### src/design/dnc_write_pkg.sv
package dnc_write_pkg;

  //////////////////////////////////////////////////////////////////////
  // Sizes
  //////////////////////////////////////////////////////////////////////

  localparam int W_SIZE    = 4;
  localparam int L_SIZE    = 4;
  // k, e, v rows plus beta, ga, gw
  localparam int NUM_ROWS  = 3 * W_SIZE + 3;
  localparam int NUM_PAIRS = NUM_ROWS * L_SIZE;

  // Widths
  localparam int OPD_W  = 16;
  localparam int ACC_W  = 32;
  localparam int ROW_W  = 4;
  localparam int COL_W  = 2;
  localparam int ADDR_W = 12;
  localparam int DATA_W = 32;

  // Scalar rows after the three W-row blocks
  localparam logic [ROW_W-1:0] ROW_BETA = ROW_W'(12);
  localparam logic [ROW_W-1:0] ROW_GA   = ROW_W'(13);
  localparam logic [ROW_W-1:0] ROW_GW   = ROW_W'(14);
  localparam logic [COL_W-1:0] LAST_COL = COL_W'(L_SIZE - 1);

  //////////////////////////////////////////////////////////////////////
  // Address map, byte addresses
  //////////////////////////////////////////////////////////////////////

  localparam logic [ADDR_W-1:0] ADDR_WEIGHT_BASE = 12'h000;
  localparam logic [ADDR_W-1:0] ADDR_HIDDEN_BASE = 12'h100;
  localparam logic [ADDR_W-1:0] ADDR_CTRL        = 12'h200;
  localparam logic [ADDR_W-1:0] ADDR_STATUS      = 12'h204;
  localparam logic [ADDR_W-1:0] ADDR_RESULT_BASE = 12'h300;

  // AXI response codes
  localparam logic [1:0] RESP_OKAY   = 2'b00;
  localparam logic [1:0] RESP_SLVERR = 2'b10;
  localparam logic [1:0] RESP_DECERR = 2'b11;

  //////////////////////////////////////////////////////////////////////
  // Bus structs
  //////////////////////////////////////////////////////////////////////

  typedef struct packed {
    logic              awvalid;
    logic [ADDR_W-1:0] awaddr;
    logic              wvalid;
    logic [DATA_W-1:0] wdata;
    logic              bready;
    logic              arvalid;
    logic [ADDR_W-1:0] araddr;
    logic              rready;
  } axil_req_t;

  typedef struct packed {
    logic              awready;
    logic              wready;
    logic              bvalid;
    logic [1:0]        bresp;
    logic              arready;
    logic              rvalid;
    logic [DATA_W-1:0] rdata;
    logic [1:0]        rresp;
  } axil_rsp_t;

  //////////////////////////////////////////////////////////////////////
  // Pipeline structs
  //////////////////////////////////////////////////////////////////////

  // One operand pair
  typedef struct packed {
    logic                    valid;
    logic [ROW_W-1:0]        row;
    logic                    first;
    logic                    last;
    logic signed [OPD_W-1:0] weight;
    logic signed [OPD_W-1:0] hidden;
  } mac_op_t;

  typedef struct packed {
    logic                    valid;
    logic [ROW_W-1:0]        row;
    logic                    first;
    logic                    last;
    logic signed [ACC_W-1:0] product;
  } mac_prod_t;

  typedef struct packed {
    logic             valid;
    logic [ROW_W-1:0] row;
    logic [ACC_W-1:0] value;
  } mac_result_t;

endpackage

### src/design/dnc_axil_regs.sv
`timescale 1ns/1ns

module dnc_axil_regs (
  input  logic                                   CLK,
  input  logic                                   RST,
  input  dnc_write_pkg::axil_req_t               axil_req,
  output dnc_write_pkg::axil_rsp_t               axil_rsp,
  output logic                                   start,
  output logic signed [dnc_write_pkg::OPD_W-1:0] weights [dnc_write_pkg::NUM_PAIRS],
  output logic signed [dnc_write_pkg::OPD_W-1:0] hidden [dnc_write_pkg::L_SIZE],
  input  dnc_write_pkg::mac_result_t             result
);

  //////////////////////////////////////////////////////////////////////
  // Signals
  //////////////////////////////////////////////////////////////////////

  logic busy;
  logic done;
  logic [dnc_write_pkg::ACC_W-1:0] result_q [dnc_write_pkg::NUM_ROWS];

  // Write side decode
  logic       wr_fire;
  logic       wr_weight;
  logic       wr_hidden;
  logic       wr_ctrl;
  logic       wr_start;
  int         wr_idx;
  logic [1:0] wr_resp;

  // Read side decode
  logic                             rd_fire;
  logic [dnc_write_pkg::DATA_W-1:0] rd_data;
  logic [1:0]                       rd_resp;

  // True when addr falls inside a block of words starting at base
  function automatic logic in_space(input logic [dnc_write_pkg::ADDR_W-1:0] addr,
                                    input logic [dnc_write_pkg::ADDR_W-1:0] base,
                                    input int words);
    int offs;
    offs = int'(addr) - int'(base);
    return (offs >= 0) && (offs < 4 * words);
  endfunction

  function automatic int word_idx(input logic [dnc_write_pkg::ADDR_W-1:0] addr,
                                  input logic [dnc_write_pkg::ADDR_W-1:0] base);
    return (int'(addr) - int'(base)) >>> 2;
  endfunction

  //////////////////////////////////////////////////////////////////////
  // Address decode
  //////////////////////////////////////////////////////////////////////

  always_comb begin
    wr_fire   = axil_rsp.awready && axil_req.awvalid && axil_req.wvalid;
    wr_weight = in_space(axil_req.awaddr, dnc_write_pkg::ADDR_WEIGHT_BASE,
                         dnc_write_pkg::NUM_PAIRS);
    wr_hidden = in_space(axil_req.awaddr, dnc_write_pkg::ADDR_HIDDEN_BASE,
                         dnc_write_pkg::L_SIZE);
    wr_ctrl   = (axil_req.awaddr == dnc_write_pkg::ADDR_CTRL);
    wr_idx    = word_idx(axil_req.awaddr, wr_hidden ? dnc_write_pkg::ADDR_HIDDEN_BASE
                                                    : dnc_write_pkg::ADDR_WEIGHT_BASE);
    // Start only from idle, a busy start is dropped silently
    wr_start  = wr_fire && wr_ctrl && axil_req.wdata[0] && !busy;
    // Operand writes locked out during a run
    if (wr_weight || wr_hidden) begin
      wr_resp = busy ? dnc_write_pkg::RESP_SLVERR : dnc_write_pkg::RESP_OKAY;
    end else if (wr_ctrl) begin
      wr_resp = dnc_write_pkg::RESP_OKAY;
    end else begin
      // Status and results are read-only
      wr_resp = dnc_write_pkg::RESP_DECERR;
    end
  end

  always_comb begin
    rd_fire = axil_rsp.arready && axil_req.arvalid;
    rd_data = '0;
    rd_resp = dnc_write_pkg::RESP_OKAY;
    if (in_space(axil_req.araddr, dnc_write_pkg::ADDR_WEIGHT_BASE,
                 dnc_write_pkg::NUM_PAIRS)) begin
      // Signed element, so the word is sign-extended
      rd_data = weights[word_idx(axil_req.araddr, dnc_write_pkg::ADDR_WEIGHT_BASE)];
    end else if (in_space(axil_req.araddr, dnc_write_pkg::ADDR_HIDDEN_BASE,
                          dnc_write_pkg::L_SIZE)) begin
      rd_data = hidden[word_idx(axil_req.araddr, dnc_write_pkg::ADDR_HIDDEN_BASE)];
    end else if (in_space(axil_req.araddr, dnc_write_pkg::ADDR_RESULT_BASE,
                          dnc_write_pkg::NUM_ROWS)) begin
      rd_data = result_q[word_idx(axil_req.araddr, dnc_write_pkg::ADDR_RESULT_BASE)];
    end else if (axil_req.araddr == dnc_write_pkg::ADDR_STATUS) begin
      rd_data[1:0] = {done, busy};
    end else if (axil_req.araddr != dnc_write_pkg::ADDR_CTRL) begin
      rd_resp = dnc_write_pkg::RESP_DECERR;
    end
  end

  //////////////////////////////////////////////////////////////////////
  // Registers
  //////////////////////////////////////////////////////////////////////

  always_ff @(posedge CLK or posedge RST) begin
    if (RST) begin
      axil_rsp <= '0;
      start    <= 1'b0;
      busy     <= 1'b0;
      done     <= 1'b0;
      for (int i = 0; i < dnc_write_pkg::NUM_PAIRS; i++) weights[i] <= '0;
      for (int i = 0; i < dnc_write_pkg::L_SIZE; i++) hidden[i] <= '0;
      for (int i = 0; i < dnc_write_pkg::NUM_ROWS; i++) result_q[i] <= '0;
    end else begin
      // One-cycle accept pulse, held off while a response waits
      axil_rsp.awready <= axil_req.awvalid && axil_req.wvalid &&
                          !axil_rsp.bvalid && !axil_rsp.awready;
      axil_rsp.wready  <= axil_req.awvalid && axil_req.wvalid &&
                          !axil_rsp.bvalid && !axil_rsp.awready;
      if (wr_fire) begin
        axil_rsp.bvalid <= 1'b1;
        axil_rsp.bresp  <= wr_resp;
      end else if (axil_req.bready) begin
        axil_rsp.bvalid <= 1'b0;
      end

      if (wr_fire && wr_weight && !busy) begin
        weights[wr_idx] <= axil_req.wdata[dnc_write_pkg::OPD_W-1:0];
      end
      if (wr_fire && wr_hidden && !busy) begin
        hidden[wr_idx] <= axil_req.wdata[dnc_write_pkg::OPD_W-1:0];
      end

      // Read channel, same pulse scheme
      axil_rsp.arready <= axil_req.arvalid && !axil_rsp.rvalid && !axil_rsp.arready;
      if (rd_fire) begin
        axil_rsp.rvalid <= 1'b1;
        axil_rsp.rdata  <= rd_data;
        axil_rsp.rresp  <= rd_resp;
      end else if (axil_req.rready) begin
        axil_rsp.rvalid <= 1'b0;
      end

      // Run control
      start <= wr_start;
      if (wr_start) begin
        busy <= 1'b1;
        done <= 1'b0;
      end else if (result.valid && result.row == dnc_write_pkg::ROW_GW) begin
        busy <= 1'b0;
        done <= 1'b1;
      end

      if (result.valid) begin
        result_q[result.row] <= result.value;
      end
    end
  end

  //////////////////////////////////////////////////////////////////////
  // Checks
  //////////////////////////////////////////////////////////////////////

  // Write response held until taken
  assert property (@(posedge CLK) disable iff (RST)
    axil_rsp.bvalid && !axil_req.bready |=> axil_rsp.bvalid && $stable(axil_rsp.bresp));

  // Pipeline output only inside a run
  assert property (@(posedge CLK) disable iff (RST)
    result.valid |-> busy);

endmodule

### src/design/dnc_row_sequencer.sv
`timescale 1ns/1ns

module dnc_row_sequencer (
  input  logic                                   CLK,
  input  logic                                   RST,
  input  logic                                   start,
  input  logic signed [dnc_write_pkg::OPD_W-1:0] weights [dnc_write_pkg::NUM_PAIRS],
  input  logic signed [dnc_write_pkg::OPD_W-1:0] hidden [dnc_write_pkg::L_SIZE],
  output dnc_write_pkg::mac_op_t                 op
);

  logic                            active;
  logic [dnc_write_pkg::ROW_W-1:0] row_q;
  logic [dnc_write_pkg::COL_W-1:0] col_q;
  // Flat weight index, L_SIZE fills the column field exactly
  logic [dnc_write_pkg::ROW_W+dnc_write_pkg::COL_W-1:0] pair_idx;

  //////////////////////////////////////////////////////////////////////
  // Row and column walk
  //////////////////////////////////////////////////////////////////////

  always_ff @(posedge CLK or posedge RST) begin
    if (RST) begin
      active <= 1'b0;
      row_q  <= '0;
      col_q  <= '0;
    end else if (start) begin
      active <= 1'b1;
      row_q  <= '0;
      col_q  <= '0;
    end else if (active) begin
      if (col_q == dnc_write_pkg::LAST_COL) begin
        col_q <= '0;
        // gw is the final row of the run
        if (row_q == dnc_write_pkg::ROW_GW) begin
          active <= 1'b0;
          row_q  <= '0;
        end else begin
          row_q <= row_q + 1'b1;
        end
      end else begin
        col_q <= col_q + 1'b1;
      end
    end
  end

  //////////////////////////////////////////////////////////////////////
  // Operand select
  //////////////////////////////////////////////////////////////////////

  assign pair_idx = {row_q, col_q};

  always_comb begin
    op.valid  = active;
    op.row    = row_q;
    op.first  = (col_q == '0);
    op.last   = (col_q == dnc_write_pkg::LAST_COL);
    op.weight = weights[pair_idx];
    op.hidden = hidden[col_q];
  end

  // Register block must keep starts out of a running walk
  assert property (@(posedge CLK) disable iff (RST)
    start |-> !active);

endmodule

### src/design/dnc_mac_stage.sv
`timescale 1ns/1ns

module dnc_mac_stage (
  input  logic                       CLK,
  input  logic                       RST,
  input  dnc_write_pkg::mac_op_t     op,
  output dnc_write_pkg::mac_result_t result
);

  //////////////////////////////////////////////////////////////////////
  // Signals
  //////////////////////////////////////////////////////////////////////

  dnc_write_pkg::mac_prod_t prod_q;

  // Running sum of the current row
  logic signed [dnc_write_pkg::ACC_W-1:0] acc_q;
  logic signed [dnc_write_pkg::ACC_W-1:0] acc_next;

  //////////////////////////////////////////////////////////////////////
  // Multiply stage
  //////////////////////////////////////////////////////////////////////

  always_ff @(posedge CLK or posedge RST) begin
    if (RST) begin
      prod_q <= '0;
    end else begin
      prod_q.valid   <= op.valid;
      prod_q.row     <= op.row;
      prod_q.first   <= op.first;
      prod_q.last    <= op.last;
      // Both operands signed, extended to ACC_W before the multiply
      prod_q.product <= op.weight * op.hidden;
    end
  end

  //////////////////////////////////////////////////////////////////////
  // Accumulate stage
  //////////////////////////////////////////////////////////////////////

  // Load on first column, else add, wraps at ACC_W
  always_comb begin
    if (prod_q.first) begin
      acc_next = prod_q.product;
    end else begin
      acc_next = acc_q + prod_q.product;
    end
  end

  always_ff @(posedge CLK or posedge RST) begin
    if (RST) begin
      acc_q  <= '0;
      result <= '0;
    end else begin
      if (prod_q.valid) begin
        acc_q <= acc_next;
      end
      // Row finished on last, next row may load right behind it
      result.valid <= prod_q.valid && prod_q.last;
      result.row   <= prod_q.row;
      result.value <= acc_next;
    end
  end

  // No row switch mid-row
  assert property (@(posedge CLK) disable iff (RST)
    prod_q.valid && !prod_q.last |=> prod_q.valid && prod_q.row == $past(prod_q.row));

endmodule

### src/design/dnc_write_interface_vector.sv
`timescale 1ns/1ns

module dnc_write_interface_vector (
  input  logic                     CLK,
  input  logic                     RST,
  input  dnc_write_pkg::axil_req_t axil_req,
  output dnc_write_pkg::axil_rsp_t axil_rsp
);

  //////////////////////////////////////////////////////////////////////
  // Internal wiring
  //////////////////////////////////////////////////////////////////////

  logic start;
  logic signed [dnc_write_pkg::OPD_W-1:0] weights [dnc_write_pkg::NUM_PAIRS];
  logic signed [dnc_write_pkg::OPD_W-1:0] hidden [dnc_write_pkg::L_SIZE];

  dnc_write_pkg::mac_op_t     op;
  dnc_write_pkg::mac_result_t result;

  // Host registers, run control and result store
  dnc_axil_regs u_regs (
    .CLK      (CLK),
    .RST      (RST),
    .axil_req (axil_req),
    .axil_rsp (axil_rsp),
    .start    (start),
    .weights  (weights),
    .hidden   (hidden),
    .result   (result)
  );

  // Issue stage, one pair per cycle
  dnc_row_sequencer u_seq (
    .CLK     (CLK),
    .RST     (RST),
    .start   (start),
    .weights (weights),
    .hidden  (hidden),
    .op      (op)
  );

  // Multiply then accumulate
  dnc_mac_stage u_mac (
    .CLK    (CLK),
    .RST    (RST),
    .op     (op),
    .result (result)
  );

endmodule

### config.mk
export PLATFORM = sky130hd
export DESIGN_NAME = dnc_write_interface_vector
export DESIGN_NICKNAME = d
export VERILOG_FILES = /design/src/design/dnc_write_pkg.sv /design/src/design/dnc_axil_regs.sv /design/src/design/dnc_row_sequencer.sv /design/src/design/dnc_mac_stage.sv /design/src/design/dnc_write_interface_vector.sv
export SDC_FILE = /design/constraint.sdc
export NUM_CORES = 2
export LEC_CHECK = 0
export BUFFER_PORTS_ARGS = -buffer_cell sky130_fd_sc_hd__buf_2
export CORE_MARGIN = 3
export CORE_UTILIZATION = 55
export CTS_CLUSTER_DIAMETER = 100
export DETAILED_ROUTE_END_ITERATION = 10
export PLACE_DENSITY = 0.8
export SLEW_MARGIN = 15
export SYNTH_ARGS = -nofsm -noshare
export SYNTH_HDL_FRONTEND = slang
export SYNTH_SLANG_ARGS = --single-unit
### constraint.sdc
create_clock -name CLK -period 165.6 [get_ports CLK]
set_input_delay 33.12 -clock CLK [delete_from_list [all_inputs] [get_ports CLK]]
set_output_delay 33.12 -clock CLK [all_outputs]
set_load 0.02 [all_outputs]
==> summary.txt <==
status: complete, no violations
R2R Path Start: u_seq.col_q[0]$_DFFE_PP0P_
overflow left after global routing: 0
area delta synth->final: 8.66%
vias in the first global route: 61076
Seq/Total Area, Yosys: 44.7%
gr usage total: 28.6%
Worst Setup End Kind: flip-flop
final hold vios: 0
R2R depth: 27
Site Rows: 150
Main synth FF type: dfrtp_1
Required @ worst endpoint: 166.30 ns
Hold Crit Class: flip-flop to flip-flop
# port buffers: 87
Lkg Pwr: 0.0478 uW
Num CTS Buffers: 168
drt wl/cell: 28.5 um
setup bufs post-CTS: 0
syn avg cell area: 14.4 um^2
Detailed Route Iter0 Violations: 6525
cell mode on critical path: buf_4
met3 wire length: 22.8 mm
Die Span Y: 417 um
total wire length: 247 mm
metal2 WL: 120 mm
final RePlAce weighted congestion: 0.885
initial antenna violation count: 26
CTS tree: yes
setup TNS: 0 ns
Max clock buf depth: 3
Clock Latency Late Sink: 0.82 ns
worst-margin pin slew: 1.28 ns
Hold Startpoint: u_mac.prod_q[36]$_DFF_PP0_
Final Critical Period: 37.74 ns
Cell Count Post-Placement: 8347
io pins: 104
FFs w/ async S/R, synth: 100%
Crit. Startpoint: axil_req[3]
M1 wire length: 92.6 mm
FF+latch area: 41600 um^2
fill count: 12076
EDFF count, synth: 0
initial core utilization: 55.5%
via count: 57716
drt pass-1 iters: 6
post-synth cell types: 63
CP arrival: 38.44 ns
Via density: 6.66
CTS HTree Levels: 4
synth top area cells: dfrtp_1, mux2_2, mux4_2, fa_1, ha_1
die area: 174000 um^2
CTS hold repair buffers: 0
final setup fails: 0
RSZ-0062 raised after global routing: no
DP Wirelength: 152 mm
Worst setup SP type: input pin
DRC: 0
skew final: 0.0353 ns
fraction of layout instances using a drive strength above 1: 44.4%
clk root buf: clkbuf_16
first-pass GRT wire length: 376 mm
Core Footprint: 168000 um^2
Mapped Area: 93000 um^2
Max VDD drop: 10.2 uV
pin count of the biggest net entering global routing: 195
Final ANT Viol Nets: 0
syn_nets: 6896
Max Slew Vio Count: 0
slowest cell on the critical path: buf_4
WP buf/inv: 5
Pwr Density: 8.35 nW/um^2
Sink Count: 1661
final core utilization: 60.3%
Max Cap Viol: 0
Yosys warning count: 0
Clock transition at path regs: 0.06 ns
Max stage delay on crit path: 0.88 ns
largest delay contributor family on the critical path: buffers and inverters
post-CTS sizing: 0
cell depth of the worst setup path: 9
hold_ws: 0.351 ns
uppermost layer routed: met5
Peak Freq: 26.5 MHz
top cell type's share of synthesized area: 44.7%
Die Wd: 417 um
critical path class: input pin to flip-flop
Final Net Count: 6758
fin crit share: 22.8%
Slew headroom: 14.8%
final worst slack: 127.86 ns
pre-CTS setup slack: 126.88 ns
hold depth: 0
area leader, netlist: dfrtp_1
multi-input logic area: 47900 um^2
Syn Inst Count: 6451
post-route insts no fill: 8668
worst-path cell chain: buf_8 -> buf_4 -> buf_4 -> buf_4 -> buf_4 -> mux4_2 -> mux4_2 -> a221oi_1 -> o21ai_1
crit path max fanout: 52
#FFs+latches synth: 1661
[final cells by class]
type | instances | share of cell area, %
antenna | 14 | 0.0347
clock buffer | 250 | 5.06
clock inverter | 57 | 0.670
inverter | 361 | 1.35
multi-input combinational | 3904 | 47.4
sequential | 1661 | 41.2
tap | 2204 | 2.73
timing repair buffer | 217 | 1.57
[layout by cell type, fill, tap and decap left out, types with 29 or more instances in the layout]
master,synthesis,final
clkbuf_1,356,29
o21ai_1,30,32
fa_1,263,263
nand2_1,301,299
o21ai_0,103,99
mux4_2,744,744
dfrtp_1,1661,1655
nand2b_1,30,30
mux2i_1,80,80
xnor2_1,37,37
buf_2,75,81
a21o_1,32,32
ha_1,119,119
mux2_2,1553,1553
inv_1,348,347
clkbuf_8,0,47
clkbuf_16,0,174
a21oi_1,61,61
buf_4,22,121
nor2_1,249,237
[layer usage]
layer  track usage (%)  vias to the layer above
met4              12.7                       10
li1                  -                    23361
met3              7.11                      663
met1              36.7                    30781
met2              46.4                     2901
met5                 0                        -
[metrics by stage]
| stage | power, uW | instance area, um^2 |
|---|---|---|
| 2_1_floorplan | 443 | 93000 |
| 3_3_place_gp | 454 | 95200 |
| 3_5_place_dp | 455 | 95200 |
| 4_1_cts | 847 | 101000 |
| 5_1_grt | 867 | 101000 |
| 6_report | 843 | 101000 |
[final timing paths]
check	end	slack, ns
min in group asynchronous	u_regs.weights[162]$_DFFE_PP0P_	32.44
hold reg to reg	u_mac.result[34]$_DFF_PP0_	0.35
setup / recovery	u_regs.axil_rsp[15]$_DFFE_PP0P_	127.86
setup reg to reg	u_mac.prod_q[30]$_DFF_PP0_	154.66
hold / removal	u_mac.result[34]$_DFF_PP0_	0.35
max in group asynchronous	u_regs.weights[360]$_DFFE_PP0P_	128.04
[registers in the layout (all words and copies together) (netlist names)]
register         count
u_regs.start         1
u_regs.busy          1
u_mac.prod_q        39
u_seq.active         1
u_seq.row_q          4
u_seq.col_q          2
u_regs.result_q    480
u_regs.weights     960
u_regs.done          1
u_mac.result        37
u_regs.axil_rsp     39
u_regs.hidden       64
u_mac.acc_q         32
[cells by family (layout without fill, tap and decap cells)]
kind of cell | Yosys count | count (layout) | synth area share (%)
muxes | 2377 | 2377 | 37.7
DFF | 1661 | 1661 | 44.7
buffers and inverters | 886 | 885 | 3.87
and+or+nand+nor | 710 | 710 | 3.28
adders and majority gates | 382 | 382 | 7.27
AOI/OAI and AO/OA | 375 | 375 | 2.60
xor gates and xnor gates | 60 | 60 | 0.565
other | 0 | 14 | 0
[synthesized netlist by cell type, drive strengths merged (8+ instances only)]
library cell,number
mux2i,80
nand2,301
o221ai,16
ha,119
a31oi,16
xnor2,37
a211oi,13
a21o,32
o211ai,9
mux4,744
o21ai,141
nor2b,17
o21a,11
nor2,249
mux2,1553
nand2b,30
a221oi,15
nand4,8
xor2,23
nor3,18
dfrtp,1661
a21oi,71
or3,9
nand3,28
fa,263
inv,359
or2,9
clkbuf,356
nand3b,8
and3,10
buf,169
o22ai,20
[where the power goes]
group	total, uW	switching [uW]	internal [uW]
sequential	410	2.13	408
clock	396	163	232
combinational	36.9	27.5	9.36
(Power assumes the default switching activity.)
